$ cat src/rtl/nvme_queue_pkg.sv
`default_nettype none

package nvme_queue_pkg;

	localparam int NUM_QUEUES  = 9; // admin + 8 io
	localparam int NUM_VECTORS = 8;
	localparam int QPTR_W      = 8;
	localparam int QID_W       = 4;
	localparam int IV_W        = 3;

	typedef logic [QPTR_W-1:0] qptr_t;
	typedef logic [QID_W-1:0] qid_t; // 0 = admin queue
	typedef logic [IV_W-1:0] irq_vec_t;
	typedef logic [NUM_VECTORS-1:0] vec_mask_t;
	typedef logic [NUM_QUEUES-1:0] q_bits_t;

	typedef qptr_t [NUM_QUEUES-1:0] qptr_array_t;

	// size is the highest slot index, not the slot count
	typedef struct packed {
		logic  valid;
		qptr_t size;
	} sq_cfg_t;

	typedef struct packed {
		logic     valid;
		logic     irq_en;
		irq_vec_t iv;
		qptr_t    size;
	} cq_cfg_t;

	typedef sq_cfg_t [NUM_QUEUES-1:0] sq_cfg_array_t;
	typedef cq_cfg_t [NUM_QUEUES-1:0] cq_cfg_array_t;

	// one host doorbell write
	typedef struct packed {
		logic  is_cq; // 1 = cq head, 0 = sq tail
		qid_t  qid;
		qptr_t ptr;
	} doorbell_t;

	typedef enum logic [1:0] {
		MSI_IDLE,
		MSI_SEND,
		MSI_WAIT
	} msi_state_t;

endpackage

`default_nettype wire

$ cat src/rtl/doorbell_regs.sv
`timescale 1ns/1ns
`default_nettype none

module doorbell_regs
	import nvme_queue_pkg::*;
(
	input  wire logic          pcie_user_clk,
	input  wire logic          pcie_user_rst_n,

	input  wire logic          db_wr_en,
	input  wire doorbell_t     db_wr,

	input  wire logic          intms_wr_en,
	input  wire logic          intmc_wr_en,
	input  wire vec_mask_t     intm_data,

	input  wire sq_cfg_array_t sq_cfg,
	input  wire cq_cfg_array_t cq_cfg,

	output logic               db_err,
	output qptr_array_t        sq_tail,
	output qptr_array_t        cq_head,
	output q_bits_t            cq_head_update,
	output vec_mask_t          irq_mask
);

	logic  qid_ok;
	logic  sel_valid;
	qptr_t sel_size;
	logic  db_ok;
	logic  db_sq_wr;
	logic  db_cq_wr;

	// look up the addressed queue's config
	always_comb begin
		qid_ok    = db_wr.qid < NUM_QUEUES;
		sel_valid = 1'b0;
		sel_size  = '0;
		if (qid_ok) begin
			if (db_wr.is_cq) begin
				sel_valid = cq_cfg[db_wr.qid].valid;
				sel_size  = cq_cfg[db_wr.qid].size;
			end else begin
				sel_valid = sq_cfg[db_wr.qid].valid;
				sel_size  = sq_cfg[db_wr.qid].size;
			end
		end
		db_ok    = qid_ok && sel_valid && (db_wr.ptr <= sel_size);
		db_sq_wr = db_wr_en && db_ok && !db_wr.is_cq;
		db_cq_wr = db_wr_en && db_ok && db_wr.is_cq;
	end

	always_ff @(posedge pcie_user_clk) begin
		if (!pcie_user_rst_n) begin
			db_err         <= 1'b0;
			sq_tail        <= '0;
			cq_head        <= '0;
			cq_head_update <= '0;
		end else begin
			db_err <= db_wr_en && !db_ok; // one cycle per rejected write
			for (int q = 0; q < NUM_QUEUES; q++) begin
				cq_head_update[q] <= db_cq_wr && (db_wr.qid == QID_W'(q));

				if (!sq_cfg[q].valid)
					sq_tail[q] <= '0; // queue deleted or not yet created
				else if (db_sq_wr && (db_wr.qid == QID_W'(q)))
					sq_tail[q] <= db_wr.ptr;

				if (!cq_cfg[q].valid)
					cq_head[q] <= '0;
				else if (db_cq_wr && (db_wr.qid == QID_W'(q)))
					cq_head[q] <= db_wr.ptr;
			end
		end
	end

	// INTMS / INTMC, set beats clear on a collision
	always_ff @(posedge pcie_user_clk) begin
		if (!pcie_user_rst_n)
			irq_mask <= '0;
		else if (intms_wr_en || intmc_wr_en)
			irq_mask <= (irq_mask & ~(intmc_wr_en ? intm_data : '0))
				| (intms_wr_en ? intm_data : '0);
	end

endmodule

`default_nettype wire

$ cat src/rtl/cq_tail_tracker.sv
`timescale 1ns/1ns
`default_nettype none

module cq_tail_tracker
	import nvme_queue_pkg::*;
(
	input  wire logic          pcie_user_clk,
	input  wire logic          pcie_user_rst_n,

	input  wire logic          cpl_post_en,
	input  wire qid_t          cpl_post_qid,

	input  wire cq_cfg_array_t cq_cfg,
	input  wire qptr_array_t   cq_head,

	output qptr_array_t        cq_tail,
	output logic               cpl_post_full
);

	cq_cfg_t sel_cfg;
	qptr_t   sel_tail;
	qptr_t   sel_head;
	qptr_t   tail_next;
	logic    post_ok;

	always_comb begin
		sel_cfg  = '0; // unknown qid reads as an invalid queue
		sel_tail = '0;
		sel_head = '0;
		if (cpl_post_qid < NUM_QUEUES) begin
			sel_cfg  = cq_cfg[cpl_post_qid];
			sel_tail = cq_tail[cpl_post_qid];
			sel_head = cq_head[cpl_post_qid];
		end

		// wrap after the last slot
		if (sel_tail == sel_cfg.size)
			tail_next = '0;
		else
			tail_next = sel_tail + 1'b1;

		// one slot stays empty so full and empty differ
		cpl_post_full = !sel_cfg.valid || (tail_next == sel_head);
		post_ok       = cpl_post_en && !cpl_post_full;
	end

	always_ff @(posedge pcie_user_clk) begin
		if (!pcie_user_rst_n) begin
			cq_tail <= '0;
		end else begin
			for (int q = 0; q < NUM_QUEUES; q++) begin
				if (!cq_cfg[q].valid)
					cq_tail[q] <= '0;
				else if (post_ok && (cpl_post_qid == QID_W'(q)))
					cq_tail[q] <= tail_next;
			end
		end
	end

endmodule

`default_nettype wire

$ cat src/rtl/msi_irq_ctrl.sv
`timescale 1ns/1ns
`default_nettype none

module msi_irq_ctrl
	import nvme_queue_pkg::*;
(
	input  wire logic          pcie_user_clk,
	input  wire logic          pcie_user_rst_n,

	input  wire cq_cfg_array_t cq_cfg,
	input  wire qptr_array_t   cq_head,
	input  wire qptr_array_t   cq_tail,
	input  wire q_bits_t       cq_head_update,

	input  wire vec_mask_t     irq_mask,
	input  wire logic          msi_enable,

	input  wire logic          cfg_interrupt_msi_sent,
	input  wire logic          cfg_interrupt_msi_fail,
	output vec_mask_t          cfg_interrupt_msi_int
);

	q_bits_t    cq_active;
	vec_mask_t  vec_req;
	vec_mask_t  vec_clr;
	vec_mask_t  vec_set;
	vec_mask_t  vec_pend;
	vec_mask_t  signaled;
	vec_mask_t  sel_onehot;
	msi_state_t state;
	irq_vec_t   sel_vec;

	// lowest set bit wins
	function automatic irq_vec_t lowest_vec(input vec_mask_t req);
		irq_vec_t v;
		v = '0;
		for (int i = NUM_VECTORS - 1; i >= 0; i--) begin
			if (req[i])
				v = irq_vec_t'(i);
		end
		return v;
	endfunction

	// fold per-cq state onto vectors
	always_comb begin
		vec_req = '0;
		vec_clr = '0;
		for (int q = 0; q < NUM_QUEUES; q++) begin
			cq_active[q] = cq_cfg[q].valid && cq_cfg[q].irq_en
				&& (cq_head[q] != cq_tail[q]);
			if (cq_active[q])
				vec_req[cq_cfg[q].iv] = 1'b1;
			if (cq_head_update[q])
				vec_clr[cq_cfg[q].iv] = 1'b1; // host consumed, rearm
		end
		vec_pend = vec_req & ~irq_mask & ~signaled & {NUM_VECTORS{msi_enable}};
	end

	always_comb begin
		sel_onehot = vec_mask_t'(1) << sel_vec;
		vec_set    = '0;
		if (state == MSI_WAIT && cfg_interrupt_msi_sent)
			vec_set = sel_onehot;
		cfg_interrupt_msi_int = (state == MSI_SEND) ? sel_onehot : '0;
	end

	always_ff @(posedge pcie_user_clk) begin
		if (!pcie_user_rst_n) begin
			state    <= MSI_IDLE;
			signaled <= '0;
		end else begin
			// a head write in the same cycle as sent still rearms
			signaled <= (signaled | vec_set) & ~vec_clr;
			case (state)
				MSI_IDLE: begin
					if (|vec_pend)
						state <= MSI_SEND;
				end
				MSI_SEND: begin
					state <= MSI_WAIT; // int held one cycle only
				end
				MSI_WAIT: begin
					if (cfg_interrupt_msi_sent || cfg_interrupt_msi_fail)
						state <= MSI_IDLE; // fail leaves it pending, retried
				end
				default: begin
					state <= MSI_IDLE;
				end
			endcase
		end
	end

	// vector stays put through send and wait
	always_ff @(posedge pcie_user_clk) begin
		if (state == MSI_IDLE)
			sel_vec <= lowest_vec(vec_pend);
	end

endmodule

`default_nettype wire

$ cat src/rtl/nvme_queue_top.sv
`timescale 1ns/1ns
`default_nettype none

module nvme_queue_top
	import nvme_queue_pkg::*;
(
	input  wire logic          pcie_user_clk,
	input  wire logic          pcie_user_rst_n,

	input  wire logic          db_wr_en,
	input  wire doorbell_t     db_wr,
	input  wire logic          intms_wr_en,
	input  wire logic          intmc_wr_en,
	input  wire vec_mask_t     intm_data,

	input  wire logic          cpl_post_en,
	input  wire qid_t          cpl_post_qid,

	input  wire sq_cfg_array_t sq_cfg,
	input  wire cq_cfg_array_t cq_cfg,
	input  wire logic          msi_enable,

	input  wire logic          cfg_interrupt_msi_sent,
	input  wire logic          cfg_interrupt_msi_fail,

	output logic               db_err,
	output logic               cpl_post_full,
	output qptr_array_t        sq_tail,
	output qptr_array_t        cq_tail,
	output vec_mask_t          cfg_interrupt_msi_int
);

	qptr_array_t cq_head;
	q_bits_t     cq_head_update;
	vec_mask_t   irq_mask;

	doorbell_regs doorbell_regs_i (
		.pcie_user_clk   (pcie_user_clk),
		.pcie_user_rst_n (pcie_user_rst_n),
		.db_wr_en        (db_wr_en),
		.db_wr           (db_wr),
		.intms_wr_en     (intms_wr_en),
		.intmc_wr_en     (intmc_wr_en),
		.intm_data       (intm_data),
		.sq_cfg          (sq_cfg),
		.cq_cfg          (cq_cfg),
		.db_err          (db_err),
		.sq_tail         (sq_tail),
		.cq_head         (cq_head),
		.cq_head_update  (cq_head_update),
		.irq_mask        (irq_mask)
	);

	cq_tail_tracker cq_tail_tracker_i (
		.pcie_user_clk   (pcie_user_clk),
		.pcie_user_rst_n (pcie_user_rst_n),
		.cpl_post_en     (cpl_post_en),
		.cpl_post_qid    (cpl_post_qid),
		.cq_cfg          (cq_cfg),
		.cq_head         (cq_head),
		.cq_tail         (cq_tail),
		.cpl_post_full   (cpl_post_full)
	);

	msi_irq_ctrl msi_irq_ctrl_i (
		.pcie_user_clk          (pcie_user_clk),
		.pcie_user_rst_n        (pcie_user_rst_n),
		.cq_cfg                 (cq_cfg),
		.cq_head                (cq_head),
		.cq_tail                (cq_tail),
		.cq_head_update         (cq_head_update),
		.irq_mask               (irq_mask),
		.msi_enable             (msi_enable),
		.cfg_interrupt_msi_sent (cfg_interrupt_msi_sent),
		.cfg_interrupt_msi_fail (cfg_interrupt_msi_fail),
		.cfg_interrupt_msi_int  (cfg_interrupt_msi_int)
	);

endmodule

`default_nettype wire

$ cat config.mk
export PLATFORM = sky130hd
export DESIGN_NAME = nvme_queue_top
export DESIGN_NICKNAME = d
export VERILOG_FILES = /design/src/rtl/nvme_queue_pkg.sv /design/src/rtl/doorbell_regs.sv /design/src/rtl/cq_tail_tracker.sv /design/src/rtl/msi_irq_ctrl.sv /design/src/rtl/nvme_queue_top.sv
export SDC_FILE = /design/constraint.sdc
export NUM_CORES = 1
export LEC_CHECK = 0
export ABC_CLOCK_PERIOD_IN_PS = 8000
export BUFFER_PORTS_ARGS = -buffer_cell sky130_fd_sc_hd__buf_2
export CORE_MARGIN = 3
export CORE_UTILIZATION = 39
export CTS_BUF_LIST = sky130_fd_sc_hd__clkbuf_4 sky130_fd_sc_hd__clkbuf_8
export DETAILED_ROUTE_END_ITERATION = 12
export SLEW_MARGIN = 25
export SYNTH_ARGS = -nofsm -noshare
export SYNTH_HDL_FRONTEND = slang
export SYNTH_SLANG_ARGS = --single-unit
export TNS_END_PERCENT = 10
$ cat constraint.sdc
create_clock -name pcie_user_clk -period 8 [get_ports pcie_user_clk]
set_clock_uncertainty 0.05 [all_clocks]
set_input_delay 1.6 -clock pcie_user_clk [delete_from_list [all_inputs] [get_ports pcie_user_clk]]
set_output_delay 1.6 -clock pcie_user_clk [all_outputs]
set_load 0.01 [all_outputs]
Word level (Yosys, flattened, before mapping)
Index checks and enable logic that the tools add are counted.
{ "totals": {"regBits": 247, "input_bits": 232, "output_inout_bits": 154, "wordCells": 280} }
{ "op_classes": {"n_addsub": 1, "order_cmp": 23, "eq_ne": 31, "n_shift": 1, "muxes": 68, "bitwise_logic": 27, "n_reduce_logical": 94} }
{ "ops": {"columns": ["cell", "count"], "rows": [
  ["$mux W8", 29],
  ["$or A8 B8 Y8", 18],
  ["$bmux W13 S4", 2],
  ["$ne A8 B8 Y1", 9],
  ["$bmux W8 S4", 2],
  ["$logic_and A1 B1 Y1", 62],
  ["$and A8 B8 Y8", 5],
  ["$mux W13", 3],
  ["$reduce_and A2 Y1", 19],
  ["$bmux W9 S4", 1],
  ["$lt A3 B4 Y1 const B", 9],
  ["$eq A4 B3 Y1 const B", 8],
  ["$not A8 Y8", 4],
  ["$demux W1 S3", 9],
  ["$ge A3 B1 Y1 const B", 9],
  ["$eq A4 B2 Y1 const B", 4],
  ["$eq A8 B8 Y1", 2],
  ["$mux W1", 12],
  ["$mux W3", 4],
  ["$lt A4 B5 Y1 const B", 2],
  ["$mux W9", 1],
  ["$add A8 B1 Y8 const B", 1],
  ["$eq A4 B1 Y1 const B", 2],
  ["$eq A4 B4 Y1 const B", 2],
  ["16 further kinds", 26]
]} }

Longest topological paths before layout
{ "logic_depth": {"depth_word": 31, "mapped_depth": 22, "depth_no_buf": 17} }

Modules after synthesis
A second synthesis with hierarchy kept.
{ "unflattened": {"cells_unflattened": 1968, "area_unflattened_um2": 16828.6} }
{ "modules_own_cells": {"columns": ["module", "n_inst", "cells_per_inst", "area_per_inst_um2", "seq_area_each_um2"], "rows": [
  ["doorbell_regs", 1, 919, 8314.2, 3243.1],
  ["cq_tail_tracker", 1, 641, 5635.4, 1441.4],
  ["msi_irq_ctrl", 1, 408, 2879.0, 290.3]
]} }

Least setup slack after synthesis
No wires, ideal clock.
{ "synth_timing": {"path_kind": "input to register", "start": "input port db_wr[8] (netlist bit)", "end": "register doorbell_regs_i.cq_head[32] (netlist bit)", "setup_time_ns": 0.126, "t_arrival_ns": 6.329, "required_time_ns": 7.824, "setup_slack_ns": 1.495, "stages": 20, "path_buffers": 6, "path_cell_list": "clkbuf_1 clkbuf_1 clkbuf_1 buf_1 mux4_2 o22ai_1 or2_2 ha_1 a21o_1 a21o_1 a21oi_1 o21ai_0 a21oi_1 and3_1 clkbuf_1 nand2_1 nor3_1 buf_1 mux2i_1 nor2_1"} }
{ "synth_via": {"elab_chain_cells": 9, "word_cells_on_any_way": 16, "cone_classes": "order compare (2); eq/ne (1); mux (8); reduce/logical (5)"} }
{ "synth_lines": {"columns": ["item", "line", "text"], "rows": [
  ["from (decl)", "nvme_queue_top.sv:11", "input wire doorbell_t db_wr,"],
  ["$bmux W9 S4 / $bmux W13 S4 (equally long branches)", null, null],
  ["$mux W9 (implied by the code) / $mux W13 (equally long branches)", "doorbell_regs.sv:44, doorbell_regs.sv:41", null],
  ["$mux W8 / $mux W1 (equally long branches)", "doorbell_regs.sv:40", "if (db_wr.is_cq) begin"],
  ["$mux W8 / $mux W1 (equally long branches)", "doorbell_regs.sv:39", "if (qid_ok) begin"],
  ["$le A8 B8 Y1 / $logic_and A1 B1 Y1 (equally long branches)", "doorbell_regs.sv:48", "db_ok = qid_ok && sel_valid && (db_wr.ptr <= sel_size);"],
  ["$logic_and A1 B1 Y1", "doorbell_regs.sv:48", null],
  ["$logic_and A1 B1 Y1 (2 in a row)", "doorbell_regs.sv:50", "db_cq_wr = db_wr_en && db_ok && db_wr.is_cq;"],
  ["$logic_and A1 B1 Y1 *", "doorbell_regs.sv:71", "else if (db_cq_wr && (db_wr.qid == QID_W'(q)))"],
  ["to (signal, indexed assignment)", "doorbell_regs.sv:72", "cq_head[q] <= db_wr.ptr;"],
  ["to (decl)", "doorbell_regs.sv:22", "output qptr_array_t cq_head,"]
]} }
Every way passes the cells marked *; elsewhere a longest branch is shown, timed or not. The select of a mux whose other input is x is not followed.
A chain may end at the register's enable or synchronous reset.

Worst setup path after layout
{ "layout_timing": {"start": "input port cpl_post_qid[3]", "end": "output port cpl_post_full"} }
{ "layout_via": {"elab_chain_cells": 7, "word_cells_on_any_way": 16, "cone_classes": "add/sub (1); order compare (1); eq/ne (2); mux (10); reduce/logical (2)"} }
{ "layout_lines": {"columns": ["item", "line", "text"], "rows": [
  ["from (decl)", "nvme_queue_top.sv:17", "input wire qid_t cpl_post_qid,"],
  ["$bmux W8 S4 / $bmux W13 S4 (equally long branches)", "cq_tail_tracker.sv:32, cq_tail_tracker.sv:31", null],
  ["$mux W8 (implied by the code) / $mux W13 (equally long branches)", "cq_tail_tracker.sv:32, cq_tail_tracker.sv:31", null],
  ["$mux W8 / $mux W13 (equally long branches)", "cq_tail_tracker.sv:30", "if (cpl_post_qid < NUM_QUEUES) begin"],
  ["$add A8 B1 Y8 / $eq A8 B8 Y1 (equally long branches)", "cq_tail_tracker.sv:40, cq_tail_tracker.sv:37", null],
  ["$mux W8", "cq_tail_tracker.sv:37", "if (sel_tail == sel_cfg.size)"],
  ["$eq A8 B8 Y1", "cq_tail_tracker.sv:43", "cpl_post_full = !sel_cfg.valid || (tail_next == sel_head);"],
  ["$logic_or A1 B1 Y1 *", "cq_tail_tracker.sv:43", null],
  ["to (decl)", "nvme_queue_top.sv:27", "output logic cpl_post_full,"]
]} }
Marked as above.

==> out/qor.csv <==
metric;value;unit
crit_family;simple AND/OR/NAND/NOR gates;
grt_max_degree;67;
crit_buf_inv;3;
die_area;42700;µm²
area_delta_synth_final;20.1;%
synth_edf_count;3;
synth_warnings;0;
fp-row-count;72;
seqPwrFrac;42.2;%
drive_gt1_share;29.2;%
startpoint;cpl_post_qid[3];
vias;15948;
h-tree-depth;2;
insertion_delay;610;ps
cts_hold_buf;0;
crit_path_max_incr_delay;760;ps
max_freq;129;MHz
min_path_type;flop to flop;
cts_buffer_depth;3;
cp_common_cell;buf_2;
syn_area_per_cell;8.82;µm²
start_kind;primary input;
min-delay-start;msi_irq_ctrl_i.signaled[5]$_SDFF_PN0_;
diodes;0;
cts_setup_buffers;0;
switching_power;819;µW
cts_buffers;43;
status;finished clean;
drt-initial-drc-count;1739;
synth-seq-area-share;31.7;%
period_minus_slack;7720;ps
grt_antenna_before_repair;3;
setup_viol;0;
cts.clk_slew.worst_paths;60;ps
grt_first_pass_wirelength;100000;µm
syn_nets;2022;
die_w;207;µm
synth.cell_area;15700;µm²
p_per_area;156;nW/µm²
setup_tns;0;ps
slew_viol_final;0;
hold_violations;0;
worst_pin_slew;1000;ps
slowest_stage;o31ai_1;
nets;2349;
sw_frac_of_total;27.8;%
routed_wl;69000;µm
synth_seq_cells;247;
timing.final.crit_share;96.6;%
dp.cells;2581;
p_clk_share;42.9;%
drc_errors;0;
portBuffers;385;
place.gp.congestion;0.990;
end_kind;primary output;
layout_commonest_cell;buf_2;
p_comb_share;14.9;%
grt_pass1_vias;15239;
first_pass_iters;6;
grt_overflow_total;0;
grtUsageTotal;31.2;%
dp_hpwl;52600;µm
clock_sinks;247;
slew_headroom;33.1;%
ir_worst_vdd;0.111;mV
synth.distinct_cells;73;
maxCapViolCount;0;
vias_per_cell;6.00;
most-common-layout-cells;buf_2, dfxtp_1, mux2i_1;
required;6350;ps
ios;386;
start_util;40.1;%
drtAntennaViolNets;0;
r2r_start;cq_tail_tracker_i.cq_tail[20]$_SDFFE_PN0P_;
critPathKind;primary input to primary output;
cts-resized-gates;0;
final_util;48.1;%
synth_flop_cell;dfxtp_1;
wl_per_cell;26.0;µm
critical_path.max_fanout;20;
cts_root_buf;clkbuf_8;
p_leak;8.39;nW
final_cells;2656;
core;39200;µm²
cts_tree;done;
cp.arrival;6070;ps
ys_async_sr_fraction;0;%
rsz0062_at_grt;no;
syn_inst;1781;
path_cells;buf_2, or2_1, o2bb2ai_1, o31ai_1, a21oi_1, or4_1, nor4_4, buf_4, o21ai_0, a2111oi_4, nand3_1, o211ai_1, buf_2;
die-height;207;µm
cellInternalPower;2.12;mW
==> power by group through the flow <==
stage / logic, mW / registers [mW] / clock network [mW]
after global placement: 0.427 / 1.27 / 0
final: 0.438 / 1.24 / 1.26
after detailed placement: 0.429 / 1.27 / 0
after global routing: 0.466 / 1.24 / 1.33
after floorplan: 0.262 / 1.27 / 0
after CTS: 0.431 / 1.24 / 1.28
==> cells by family after synthesis <==
family                     Yosys count  synth area share (%)
and+or+nand+nor                    678                  21.6
AOI/OAI and AO/OA                  322                  14.3
xor gates and xnor gates            83                  4.63
DFF                                247                  31.7
adders and majority gates            9                 0.717
buffers and inverters              154                  4.37
muxes                              288                  22.7
==> metal layers <==
layer  share of wire [%]  GRT usage [%]  vias to the layer above
met3                 8.5           4.66                      120
met1                  44           44.2                     7851
met5               0.039              0                        -
met4                 2.7           8.40                        4
li1                    -              -                     7139
met2                  45           49.8                      834
==> worst min-delay path: stages, from the launching register on <==
cell and delay, ps:
dfxtp_1 330, a21oi_1 50, nor2_1 70
==> Yosys cell counts (32+ instances only) <==
library cell,count,area (µm²)
a21oi_1,95,475
clkbuf_1,91,342
dfxtp_1,244,4880
mux2i_1,232,2320
mux4_2,54,1220
nand2_1,153,574
nand2b_1,32,200
nand3_1,97,485
nor2_1,169,634
o21ai_0,64,320
or2_2,54,338
xor2_1,64,561
==> worst paths after layout <==
kind,endpoint,slack [ps],cells past startpoint
max,cpl_post_full,280,13
min,msi_irq_ctrl_i.signaled[5]$_SDFF_PN0_,430,2
max reg2reg,cq_tail_tracker_i.cq_tail[71]$_SDFFE_PN0P_,3420,12
min reg2reg,msi_irq_ctrl_i.signaled[5]$_SDFF_PN0_,430,2
==> area by class of cell <==
| type | count | area (µm²) |
|---|---|---|
| well taps | 518 | 648 |
| multi-input cells | 1380 | 10100 |
| inverters | 23 | 86.3 |
| clock buffers | 69 | 868 |
| clock inverters | 6 | 70.1 |
| fillers | 3905 | 20300 |
| repair buffers | 413 | 2150 |
| flip-flops and latches | 247 | 4970 |
==> state kept, by name (all words and copies together) (netlist names) <==
| signal | cells |
|---|---|
| cq_tail_tracker_i.cq_tail | 72 |
| doorbell_regs_i.cq_head_update | 9 |
| doorbell_regs_i.sq_tail | 72 |
| msi_irq_ctrl_i.signaled | 8 |
| doorbell_regs_i.db_err | 1 |
| doorbell_regs_i.cq_head | 72 |
| doorbell_regs_i.irq_mask | 8 |
| msi_irq_ctrl_i.sel_vec | 3 |
| msi_irq_ctrl_i.state | 2 |
==> through the flow <==
stage / hold WS, ps / instance area [µm²] / power [mW] / worst slack [ps]
finish: 431 / 18900 / 2.94 / 276
global route: 458 / 18900 / 3.04 / 15.5
CTS: 429 / 18900 / 2.96 / 318
detailed placement: 414 / 17900 / 1.70 / 330
global placement: 400 / 17900 / 1.70 / 470
floorplan: 388 / 15700 / 1.53 / 1490
Note: power is estimated with default switching activity, not from simulation.
